## src/design/eeprom_defines.svh

```systemverilog
`ifndef EEPROM_DEFINES_SVH
`define EEPROM_DEFINES_SVH

// apb register byte offsets
`define EE_REG_ADDR   4'h0
`define EE_REG_WDATA  4'h4
`define EE_REG_CMD    4'h8
`define EE_REG_STATUS 4'hC

`define EE_RDATA_OFS  8        // read byte sits in status 15:8

// clocks per quarter of an scl period
`define EE_SCL_QTR    2

`define EE_DEV_CODE   4'b1010  // 24cxx device code
`define EE_MEM_BYTES  2048

`endif

```

## src/design/eeprom_types_pkg.sv

```systemverilog
package eeprom_types_pkg;

    // 2k byte array, bits 10:8 go out in the control byte
    typedef logic [10:0] ee_addr_t;

    typedef logic [7:0]  ee_byte_t;

    // register offsets inside the block
    typedef logic [3:0]  apb_addr_t;

    typedef logic [31:0] apb_word_t;

endpackage

```

## src/design/eeprom_bus_pkg.sv

```systemverilog
package eeprom_bus_pkg;
    import eeprom_types_pkg::*;

    typedef struct packed {
        logic      psel;
        logic      penable;
        logic      pwrite;
        apb_addr_t paddr;
        apb_word_t pwdata;
    } apb_req_t;

    typedef struct packed {
        apb_word_t prdata;
        logic      pready;
        logic      pslverr;
    } apb_rsp_t;

    typedef struct packed {
        logic     valid;    // single cycle
        logic     is_read;
        ee_addr_t addr;
        ee_byte_t wdata;
    } ee_cmd_t;

    typedef struct packed {
        logic     done;
        logic     nack;
        ee_byte_t rdata;
    } ee_rsp_t;

    typedef enum logic [2:0] {
        OP_START,
        OP_RESTART,
        OP_WRITE,
        OP_READ,
        OP_STOP
    } bit_op_e;

    typedef struct packed {
        logic     valid;    // held until done
        bit_op_e  op;
        ee_byte_t tx;
    } bit_req_t;

    typedef struct packed {
        logic     done;
        logic     ack_ok;
        ee_byte_t rx;
    } bit_rsp_t;

endpackage

```

## src/design/eeprom_apb_regs.sv

```systemverilog
`timescale 1ns/1ns
`include "eeprom_defines.svh"

module eeprom_apb_regs
    import eeprom_types_pkg::*;
    import eeprom_bus_pkg::*;
(
    input  logic     CLK,
    input  logic     RESET,
    input  apb_req_t apb_req,
    output apb_rsp_t apb_rsp,
    output ee_cmd_t  cmd,
    input  ee_rsp_t  rsp
);

    logic      access;
    logic      wr_acc;
    logic      hit;
    logic      cmd_wr;
    logic      cmd_ok;
    logic      busy_q;
    logic      done_q;
    logic      nack_q;
    logic      cmd_valid_q;
    logic      cmd_read_q;
    ee_addr_t  addr_q;
    ee_byte_t  wdata_q;
    ee_byte_t  rdata_q;
    apb_word_t status;

    assign access = apb_req.psel && apb_req.penable;
    assign wr_acc = access && apb_req.pwrite;
    assign cmd_wr = wr_acc && (apb_req.paddr == `EE_REG_CMD);

    // needs a start bit and an idle sequencer
    assign cmd_ok = cmd_wr && !busy_q && (apb_req.pwdata[1:0] != 2'b00);

    always_comb
    begin
        status = '0;
        status[0] = busy_q;
        status[1] = done_q;
        status[2] = nack_q;
        status[`EE_RDATA_OFS +: 8] = rdata_q;
    end

    always_comb
    begin
        hit = 1'b1;
        apb_rsp.prdata = '0;
        case (apb_req.paddr)
            `EE_REG_ADDR:   apb_rsp.prdata = apb_word_t'(addr_q);
            `EE_REG_WDATA:  apb_rsp.prdata = apb_word_t'(wdata_q);
            `EE_REG_CMD:    apb_rsp.prdata = '0;   // write-only strobes
            `EE_REG_STATUS: apb_rsp.prdata = status;
            default:        hit = 1'b0;
        endcase
        apb_rsp.pready  = 1'b1;
        apb_rsp.pslverr = access && (!hit || (cmd_wr && busy_q));
    end

    always_ff @(posedge CLK)
    begin
        if (wr_acc && apb_req.paddr == `EE_REG_ADDR)
            addr_q <= ee_addr_t'(apb_req.pwdata);
        if (wr_acc && apb_req.paddr == `EE_REG_WDATA)
            wdata_q <= ee_byte_t'(apb_req.pwdata);
    end

    always_ff @(posedge CLK)
    begin
        if (RESET)
        begin
            busy_q      <= 1'b0;
            done_q      <= 1'b0;
            nack_q      <= 1'b0;
            rdata_q     <= '0;
            cmd_valid_q <= 1'b0;
            cmd_read_q  <= 1'b0;
        end
        else
        begin
            cmd_valid_q <= cmd_ok;
            if (cmd_ok)
            begin
                busy_q     <= 1'b1;
                done_q     <= 1'b0;
                cmd_read_q <= apb_req.pwdata[1];   // read wins over write
            end
            else if (rsp.done)
            begin
                busy_q <= 1'b0;
                done_q <= 1'b1;
                nack_q <= rsp.nack;
                if (cmd_read_q)
                    rdata_q <= rsp.rdata;
            end
        end
    end

    always_comb
    begin
        cmd.valid   = cmd_valid_q;
        cmd.is_read = cmd_read_q;
        cmd.addr    = addr_q;
        cmd.wdata   = wdata_q;
    end

endmodule

```

## src/design/eeprom_wr.sv

```systemverilog
`timescale 1ns/1ns
`include "eeprom_defines.svh"

module eeprom_wr
    import eeprom_types_pkg::*;
    import eeprom_bus_pkg::*;
(
    input  logic     CLK,
    input  logic     RESET,
    input  ee_cmd_t  cmd,
    output ee_rsp_t  rsp,
    output bit_req_t bit_req,
    input  bit_rsp_t bit_rsp
);

    typedef enum logic [3:0] {
        S_IDLE,
        S_START,
        S_CTRL_W,   // control byte, write bit
        S_ADDR,
        S_DATA,
        S_RESTART,
        S_CTRL_R,   // control byte, read bit
        S_READ,
        S_STOP
    } seq_state_e;

    seq_state_e state;
    seq_state_e state_nx;
    ee_addr_t   addr_q;
    ee_byte_t   wdata_q;
    ee_byte_t   rdata_q;
    logic       read_q;
    logic       issue_q;
    logic       nack_q;
    logic       done_q;
    logic       ack_fail;

    // only a byte write returns a real acknowledge
    assign ack_fail = (bit_req.op == OP_WRITE) && !bit_rsp.ack_ok;

    always_comb
    begin
        bit_req.valid = issue_q;
        bit_req.op    = OP_WRITE;
        bit_req.tx    = '0;
        case (state)
            S_START:   bit_req.op = OP_START;
            S_RESTART: bit_req.op = OP_RESTART;
            S_READ:    bit_req.op = OP_READ;
            S_STOP:    bit_req.op = OP_STOP;
            S_IDLE:    bit_req.op = OP_STOP;
            S_CTRL_W:  bit_req.tx = {`EE_DEV_CODE, addr_q[10:8], 1'b0};
            S_CTRL_R:  bit_req.tx = {`EE_DEV_CODE, addr_q[10:8], 1'b1};
            S_ADDR:    bit_req.tx = addr_q[7:0];
            S_DATA:    bit_req.tx = wdata_q;
            default:   bit_req.tx = '0;
        endcase
    end

    always_comb
    begin
        case (state)
            S_START:   state_nx = S_CTRL_W;
            S_CTRL_W:  state_nx = ack_fail ? S_STOP : S_ADDR;
            S_ADDR:
            begin
                if (ack_fail)
                    state_nx = S_STOP;
                else if (read_q)
                    state_nx = S_RESTART;   // dummy write done, turn around
                else
                    state_nx = S_DATA;
            end
            S_DATA:    state_nx = S_STOP;
            S_RESTART: state_nx = S_CTRL_R;
            S_CTRL_R:  state_nx = ack_fail ? S_STOP : S_READ;
            S_READ:    state_nx = S_STOP;
            default:   state_nx = S_IDLE;
        endcase
    end

    always_ff @(posedge CLK)
    begin
        if (RESET)
        begin
            state   <= S_IDLE;
            issue_q <= 1'b0;
            nack_q  <= 1'b0;
            done_q  <= 1'b0;
            rdata_q <= '0;
        end
        else
        begin
            done_q <= 1'b0;
            if (state == S_IDLE)
            begin
                if (cmd.valid)
                begin
                    state   <= S_START;
                    issue_q <= 1'b1;
                    nack_q  <= 1'b0;
                end
            end
            else if (issue_q && bit_rsp.done)
            begin
                issue_q <= 1'b0;   // one idle cycle before the next op
                state   <= state_nx;
                if (ack_fail)
                    nack_q <= 1'b1;
                if (state == S_READ)
                    rdata_q <= bit_rsp.rx;
                if (state == S_STOP)
                    done_q <= 1'b1;
            end
            else if (!issue_q)
            begin
                issue_q <= 1'b1;
            end
        end
    end

    always_ff @(posedge CLK)
    begin
        if (state == S_IDLE && cmd.valid)
        begin
            addr_q  <= cmd.addr;
            wdata_q <= cmd.wdata;
            read_q  <= cmd.is_read;
        end
    end

    assign rsp = '{done: done_q, nack: nack_q, rdata: rdata_q};

endmodule

```

## src/design/twi_bit_engine.sv

```systemverilog
`timescale 1ns/1ns
`include "eeprom_defines.svh"

module twi_bit_engine
    import eeprom_types_pkg::*;
    import eeprom_bus_pkg::*;
(
    input  logic     CLK,
    input  logic     RESET,
    input  bit_req_t req,
    output bit_rsp_t rsp,
    output logic     scl,
    output logic     sda_oe,
    input  logic     sda_in
);

    localparam int QTR = `EE_SCL_QTR;
    localparam int QW  = $clog2(QTR + 1);
    localparam logic [QW-1:0] Q_LAST = QW'(QTR - 1);

    typedef enum logic [1:0] {
        E_IDLE,
        E_COND,   // start, restart or stop, one bit time
        E_BYTE    // eight data bits plus ack
    } eng_state_e;

    eng_state_e    state;
    bit_op_e       op_q;
    logic [QW-1:0] qcnt;
    logic [1:0]    phase;   // 0 low, 1-2 high, 3 low
    logic [3:0]    bit_cnt;
    ee_byte_t      sh;
    logic          ack_q;
    logic          done_q;
    logic          q_end;
    logic          sample;
    logic          bit_end;
    logic          start_op;
    logic          scl_d;
    logic          oe_d;

    assign q_end    = (qcnt == Q_LAST);
    assign sample   = q_end && (phase == 2'd2);   // late in the high half
    assign bit_end  = q_end && (phase == 2'd3);
    assign start_op = (state == E_IDLE) && req.valid && !done_q;

    always_comb
    begin
        scl_d = scl;   // idle holds the line where the last op left it
        oe_d  = sda_oe;
        if (state != E_IDLE)
        begin
            scl_d = (phase == 2'd1) || (phase == 2'd2)
                 || (phase == 2'd0 && op_q == OP_START)
                 || (phase == 2'd3 && op_q == OP_STOP);
            case (op_q)
                OP_START, OP_RESTART: oe_d = phase[1];    // sda falls, scl high
                OP_STOP:              oe_d = !phase[1];   // sda rises, scl high
                OP_WRITE:             oe_d = (bit_cnt != 4'd8) && !sh[7];
                default:              oe_d = 1'b0;        // read and nack bit
            endcase
        end
    end

    always_ff @(posedge CLK)
    begin
        if (RESET)
        begin
            state   <= E_IDLE;
            done_q  <= 1'b0;
            qcnt    <= '0;
            phase   <= '0;
            bit_cnt <= '0;
            scl     <= 1'b1;
            sda_oe  <= 1'b0;
        end
        else
        begin
            done_q <= 1'b0;
            scl    <= scl_d;
            sda_oe <= oe_d;
            if (start_op)
            begin
                qcnt    <= '0;
                phase   <= '0;
                bit_cnt <= '0;
                state   <= (req.op == OP_WRITE || req.op == OP_READ) ? E_BYTE : E_COND;
            end
            else if (state != E_IDLE)
            begin
                qcnt <= q_end ? '0 : qcnt + 1'b1;
                if (q_end)
                    phase <= phase + 1'b1;
                if (bit_end)
                begin
                    if (state == E_COND || bit_cnt == 4'd8)
                    begin
                        state  <= E_IDLE;
                        done_q <= 1'b1;
                    end
                    else
                    begin
                        bit_cnt <= bit_cnt + 1'b1;
                    end
                end
            end
        end
    end

    always_ff @(posedge CLK)
    begin
        if (start_op)
        begin
            op_q <= req.op;
            sh   <= req.tx;
        end
        else if (state == E_BYTE && bit_cnt != 4'd8)
        begin
            if (op_q == OP_READ && sample)
                sh <= {sh[6:0], sda_in};   // msb first
            if (op_q == OP_WRITE && bit_end)
                sh <= {sh[6:0], 1'b0};
        end
        if (state == E_BYTE && bit_cnt == 4'd8 && sample)
            ack_q <= !sda_in;   // slave pulls low
    end

    assign rsp = '{done: done_q, ack_ok: ack_q, rx: sh};

endmodule

```

## src/design/eeprom_ctrl_top.sv

```systemverilog
`timescale 1ns/1ns

module eeprom_ctrl_top
    import eeprom_bus_pkg::*;
(
    input  logic     CLK,
    input  logic     RESET,
    input  apb_req_t apb_req,
    output apb_rsp_t apb_rsp,
    output logic     scl,
    output logic     sda_oe,
    input  logic     sda_in
);

    ee_cmd_t  cmd;
    ee_rsp_t  rsp;
    bit_req_t bit_req;
    bit_rsp_t bit_rsp;

    eeprom_apb_regs eeprom_apb_regs_inst (
        .CLK     (CLK),
        .RESET   (RESET),
        .apb_req (apb_req),
        .apb_rsp (apb_rsp),
        .cmd     (cmd),
        .rsp     (rsp)
    );

    eeprom_wr eeprom_wr_inst (
        .CLK     (CLK),
        .RESET   (RESET),
        .cmd     (cmd),
        .rsp     (rsp),
        .bit_req (bit_req),
        .bit_rsp (bit_rsp)
    );

    // open-drain pins, resolved outside
    twi_bit_engine twi_bit_engine_inst (
        .CLK    (CLK),
        .RESET  (RESET),
        .req    (bit_req),
        .rsp    (bit_rsp),
        .scl    (scl),
        .sda_oe (sda_oe),
        .sda_in (sda_in)
    );

endmodule

```

## config.mk

```make
export PLATFORM = sky130hd
export DESIGN_NAME = eeprom_ctrl_top
export DESIGN_NICKNAME = d
export VERILOG_FILES = /design/src/design/eeprom_types_pkg.sv /design/src/design/eeprom_bus_pkg.sv /design/src/design/eeprom_apb_regs.sv /design/src/design/eeprom_wr.sv /design/src/design/twi_bit_engine.sv /design/src/design/eeprom_ctrl_top.sv
export VERILOG_INCLUDE_DIRS = /design/src /design/src/design
export SDC_FILE = /design/constraint.sdc
export NUM_CORES = 1
export LEC_CHECK = 0
export ABC_AREA = 0
export BUFFER_PORTS_ARGS = -buffer_cell sky130_fd_sc_hd__buf_4
export CAP_MARGIN = 25
export CORE_UTILIZATION = 55
export DETAILED_ROUTE_END_ITERATION = 10
export GPL_TIMING_DRIVEN = 0
export PLACE_DENSITY_LB_ADDON = 0.08
export SETUP_SLACK_MARGIN = 0.15
export SYNTH_ARGS = -nofsm -noshare
export SYNTH_HDL_FRONTEND = slang
export SYNTH_SLANG_ARGS = --single-unit
```

## constraint.sdc

```tcl
create_clock -name CLK -period 5.9 [get_ports CLK]
set_input_delay 0.885 -clock CLK [delete_from_list [all_inputs] [get_ports CLK]]
set_output_delay 0.885 -clock CLK [all_outputs]
set_load 0.01 [all_outputs]
```

==> qor.yml <==
whs_ns: 0.462
nFillCells: 590
cts.clk_slew.worst_paths_ns: 0.10
area_growth_syn_to_layout_pct: 15.6
p_per_area_nw_per_um2: 229
grt.total_usage_pct: 23.6
grt_max_degree: 21
power_frac_comb_pct: 5.3
power_leakage_uw: 0.00186
via_count: 3252
die_h_um: 90.4
seq_power_share_pct: 59.4
drt_iter0_markers: 223
yosys.area.top_type: "edfxtp_1"
rsz0062_at_grt: "no"
r2r_slack_ns: 3.66
n_antenna_cell: 0
path_class: "input pin to output pin"
synth_most_common_cell: "edfxtp_1"
synth_ff_type: "edfxtp_1"
io_buffer_count: 38
numCtsBuffers: 9
syn_inst: 409
synth-seq-area-share_pct: 54.7
slew_violations: 0
reg2reg_from: "twi_bit_engine_inst.bit_cnt[0]$_SDFFE_PP0P_"
nets: 521
ir_drop_v: 0.000200
r2r_end: "twi_bit_engine_inst.sh[0]$_DFFE_PP_"
worstHoldPathType: "flop to flop"
gp_congestion: 0.857
p_switching_uw: 272
ioPinCount: 78
start_util_pct: 58.0
worstPathArrival_ns: 1.92
drive_above_1_share_pct: 19.0
busiest_layer: "met2"
holdBufCountCts: 0
wirelength_mm: 9.19
final-setup-viol-count: 0
ctsRootBufferMaster: "clkbuf_8"
cts_resized: 0
grt.overflow.total: 0
synth_area_per_cell_um2: 10.5
grtUsageMet1_pct: 32.4
swShare_pct: 23.9
tns_ns: 0
syn_area_um2: 4300
async_flop_share_pct: 0
path_max_fanout: 10
yosysWarnings: 0
p_int_uw: 864
via_per_inst: 5.63
post-route-util_pct: 67.0
dp_hpwl_mm: 6.73
yosys_register_bits: 92
startpoint_type: "input pin"
period_needed_ns: 2.81
cts_max_path_buffers: 2
dieArea_um2: 8170
antenna_found_initial: 0
drc: 0
period_share_pct: 47.6
tightestPinTransition_ns: 0.927
maxCapViolations: 0
cts_tree: "built"
crit_path_end_kind: "output pin"
grt_pass1_wl_mm: 15.0
clkLatencyLatePin_ns: 0.37
worstPathRequired_ns: 5.02
die_w_um: 90.4
cts_max_level: 3
min_path_cells: 0
min_to: "eeprom_wr_inst.wdata_q[3]$_DFFE_PP_"
regArea_um2: 2350
fin_skew_ns: 0.0105
max_freq_mhz: 356
synth.distinct_cells: 54
cts_num_sinks: 92
synth_commonest_cells: "51 x edfxtp_1, 45 x nor2_1, 41 x dfxtp_1"
synth-edff-count: 51
status: "complete, no violations"
grt_pass1_vias: 2986
slew_headroom_pct: 37.5
worstHoldStart: "eeprom_apb_regs_inst.wdata_q[3]$_DFFE_PP_"
yosys-top-cells-area: "edfxtp_1 36%, dfxtp_1 19%, mux2i_1 4.7%, nor2_1 3.9%, a21oi_1 3.6%"
rows: 31
finalHoldViolCount: 0
fp.coreArea_um2: 7410
use_met3_pct: 4.63
avgRoutedWirePerCell_um: 15.9
ant_nets: 0
power_frac_clock_pct: 35.4
multi_input_area_um2: 1740
r2r_cells: 5
synth_top_area_share_pct: 35.6
cts_setup_buffers: 0
drt_first_pass_iters: 4
grtUsageMet2_pct: 38.1
[placed cells by master, fill, tap and decap left out, drive strengths merged, types with 4 or more instances in the layout]
| cell type | n |
|---|---|
| a21oi | 31 |
| a22o | 4 |
| a22oi | 7 |
| and3 | 5 |
| buf | 67 |
| clkbuf | 23 |
| conb | 17 |
| dfxtp | 41 |
| edfxtp | 51 |
| ha | 5 |
| inv | 14 |
| mux2i | 20 |
| nand2 | 20 |
| nand2b | 15 |
| nand3 | 7 |
| nand3b | 7 |
| nand4b | 11 |
| nor2 | 45 |
| nor2b | 5 |
| nor3 | 20 |
| o21ai | 16 |
[power by group through the flow]
stage	clock [uW]	sequential, uW	combinational (uW)
2_1_floorplan	0	689	37.0
5_1_grt	438	675	64.6
4_1_cts	415	675	59.3
3_3_place_gp	0	689	57.9
3_5_place_dp	0	689	59.2
6_report	402	674	59.7
[state kept, by name, indices dropped and copies added (netlist names), 2 cells and up]
name                          flops
twi_bit_engine_inst.qcnt          2
twi_bit_engine_inst.sh            8
eeprom_wr_inst.wdata_q            8
twi_bit_engine_inst.op_q          3
twi_bit_engine_inst.bit_cnt       4
eeprom_wr_inst.rdata_q            8
twi_bit_engine_inst.phase         2
eeprom_apb_regs_inst.rdata_q      8
eeprom_apb_regs_inst.addr_q      11
eeprom_wr_inst.addr_q            11
eeprom_apb_regs_inst.wdata_q      8
eeprom_wr_inst.state              4
twi_bit_engine_inst.state         2
[layout make-up]
cell class	count	share of cell area, %
buffer	42	4.91
clock buffer	9	2.49
tap	99	2.49
timing repair buffer	39	5.84
multi-input combinational	281	35.0
sequential	92	47.4
inverter	9	0.680
clock inverter	7	1.26
[how the worst max path moves through the flow]
stage | from | end | slack (ns) | cells past startpoint
6_report | apb_req[34] | apb_rsp[3] | 3.09 | 5
5_1_grt | apb_req[34] | apb_rsp[6] | 3.02 | 5
4_1_cts | apb_req[34] | apb_rsp[8] | 3.07 | 5
3_5_place_dp | apb_req[34] | apb_rsp[8] | 3.06 | 5
3_3_place_gp | apb_req[33] | eeprom_apb_regs_inst.addr_q[5]$_DFFE_PP_ | 2.95 | 4
2_1_floorplan | apb_req[35] | apb_rsp[5] | 3.36 | 4
[metrics by stage]
stage | cell area (um2) | cells | setup WS, ns | total power (uW)
final | 4970 | 578 | 3.09 | 1140
after global routing | 4970 | 578 | 3.02 | 1180
after CTS | 4970 | 578 | 3.07 | 1150
after detailed placement | 4780 | 562 | 3.06 | 748
after global placement | 4760 | 561 | 2.95 | 747
after floorplan | 4350 | 424 | 3.36 | 726
[logic make-up after synthesis]
group | Yosys count | share of synthesized area, %
AO/OA/AOI/OAI | 77 | 11.0
XOR/XNOR | 5 | 1.02
adder cells (fa/ha/maj) | 5 | 1.46
buffers and inverters | 51 | 6.46
flip-flops | 92 | 54.7
multiplexers | 23 | 5.44
other | 2 | 0.175
AND/OR/NAND/NOR | 154 | 19.7
[per-layer routing]
layer  wire length, um  vias up
met3               508       13
met2              4470      112
met1              4090     1553
met4               123        0
met5                 0        -
li1                  -     1574
[worst max-delay path, cell delays in order]
cell,delay (ns)
buf_4,0.10
buf_1,0.46
a22oi_1,0.20
nor2_1,0.14
buf_4,0.14
Note: power is estimated with default switching activity, not from simulation.
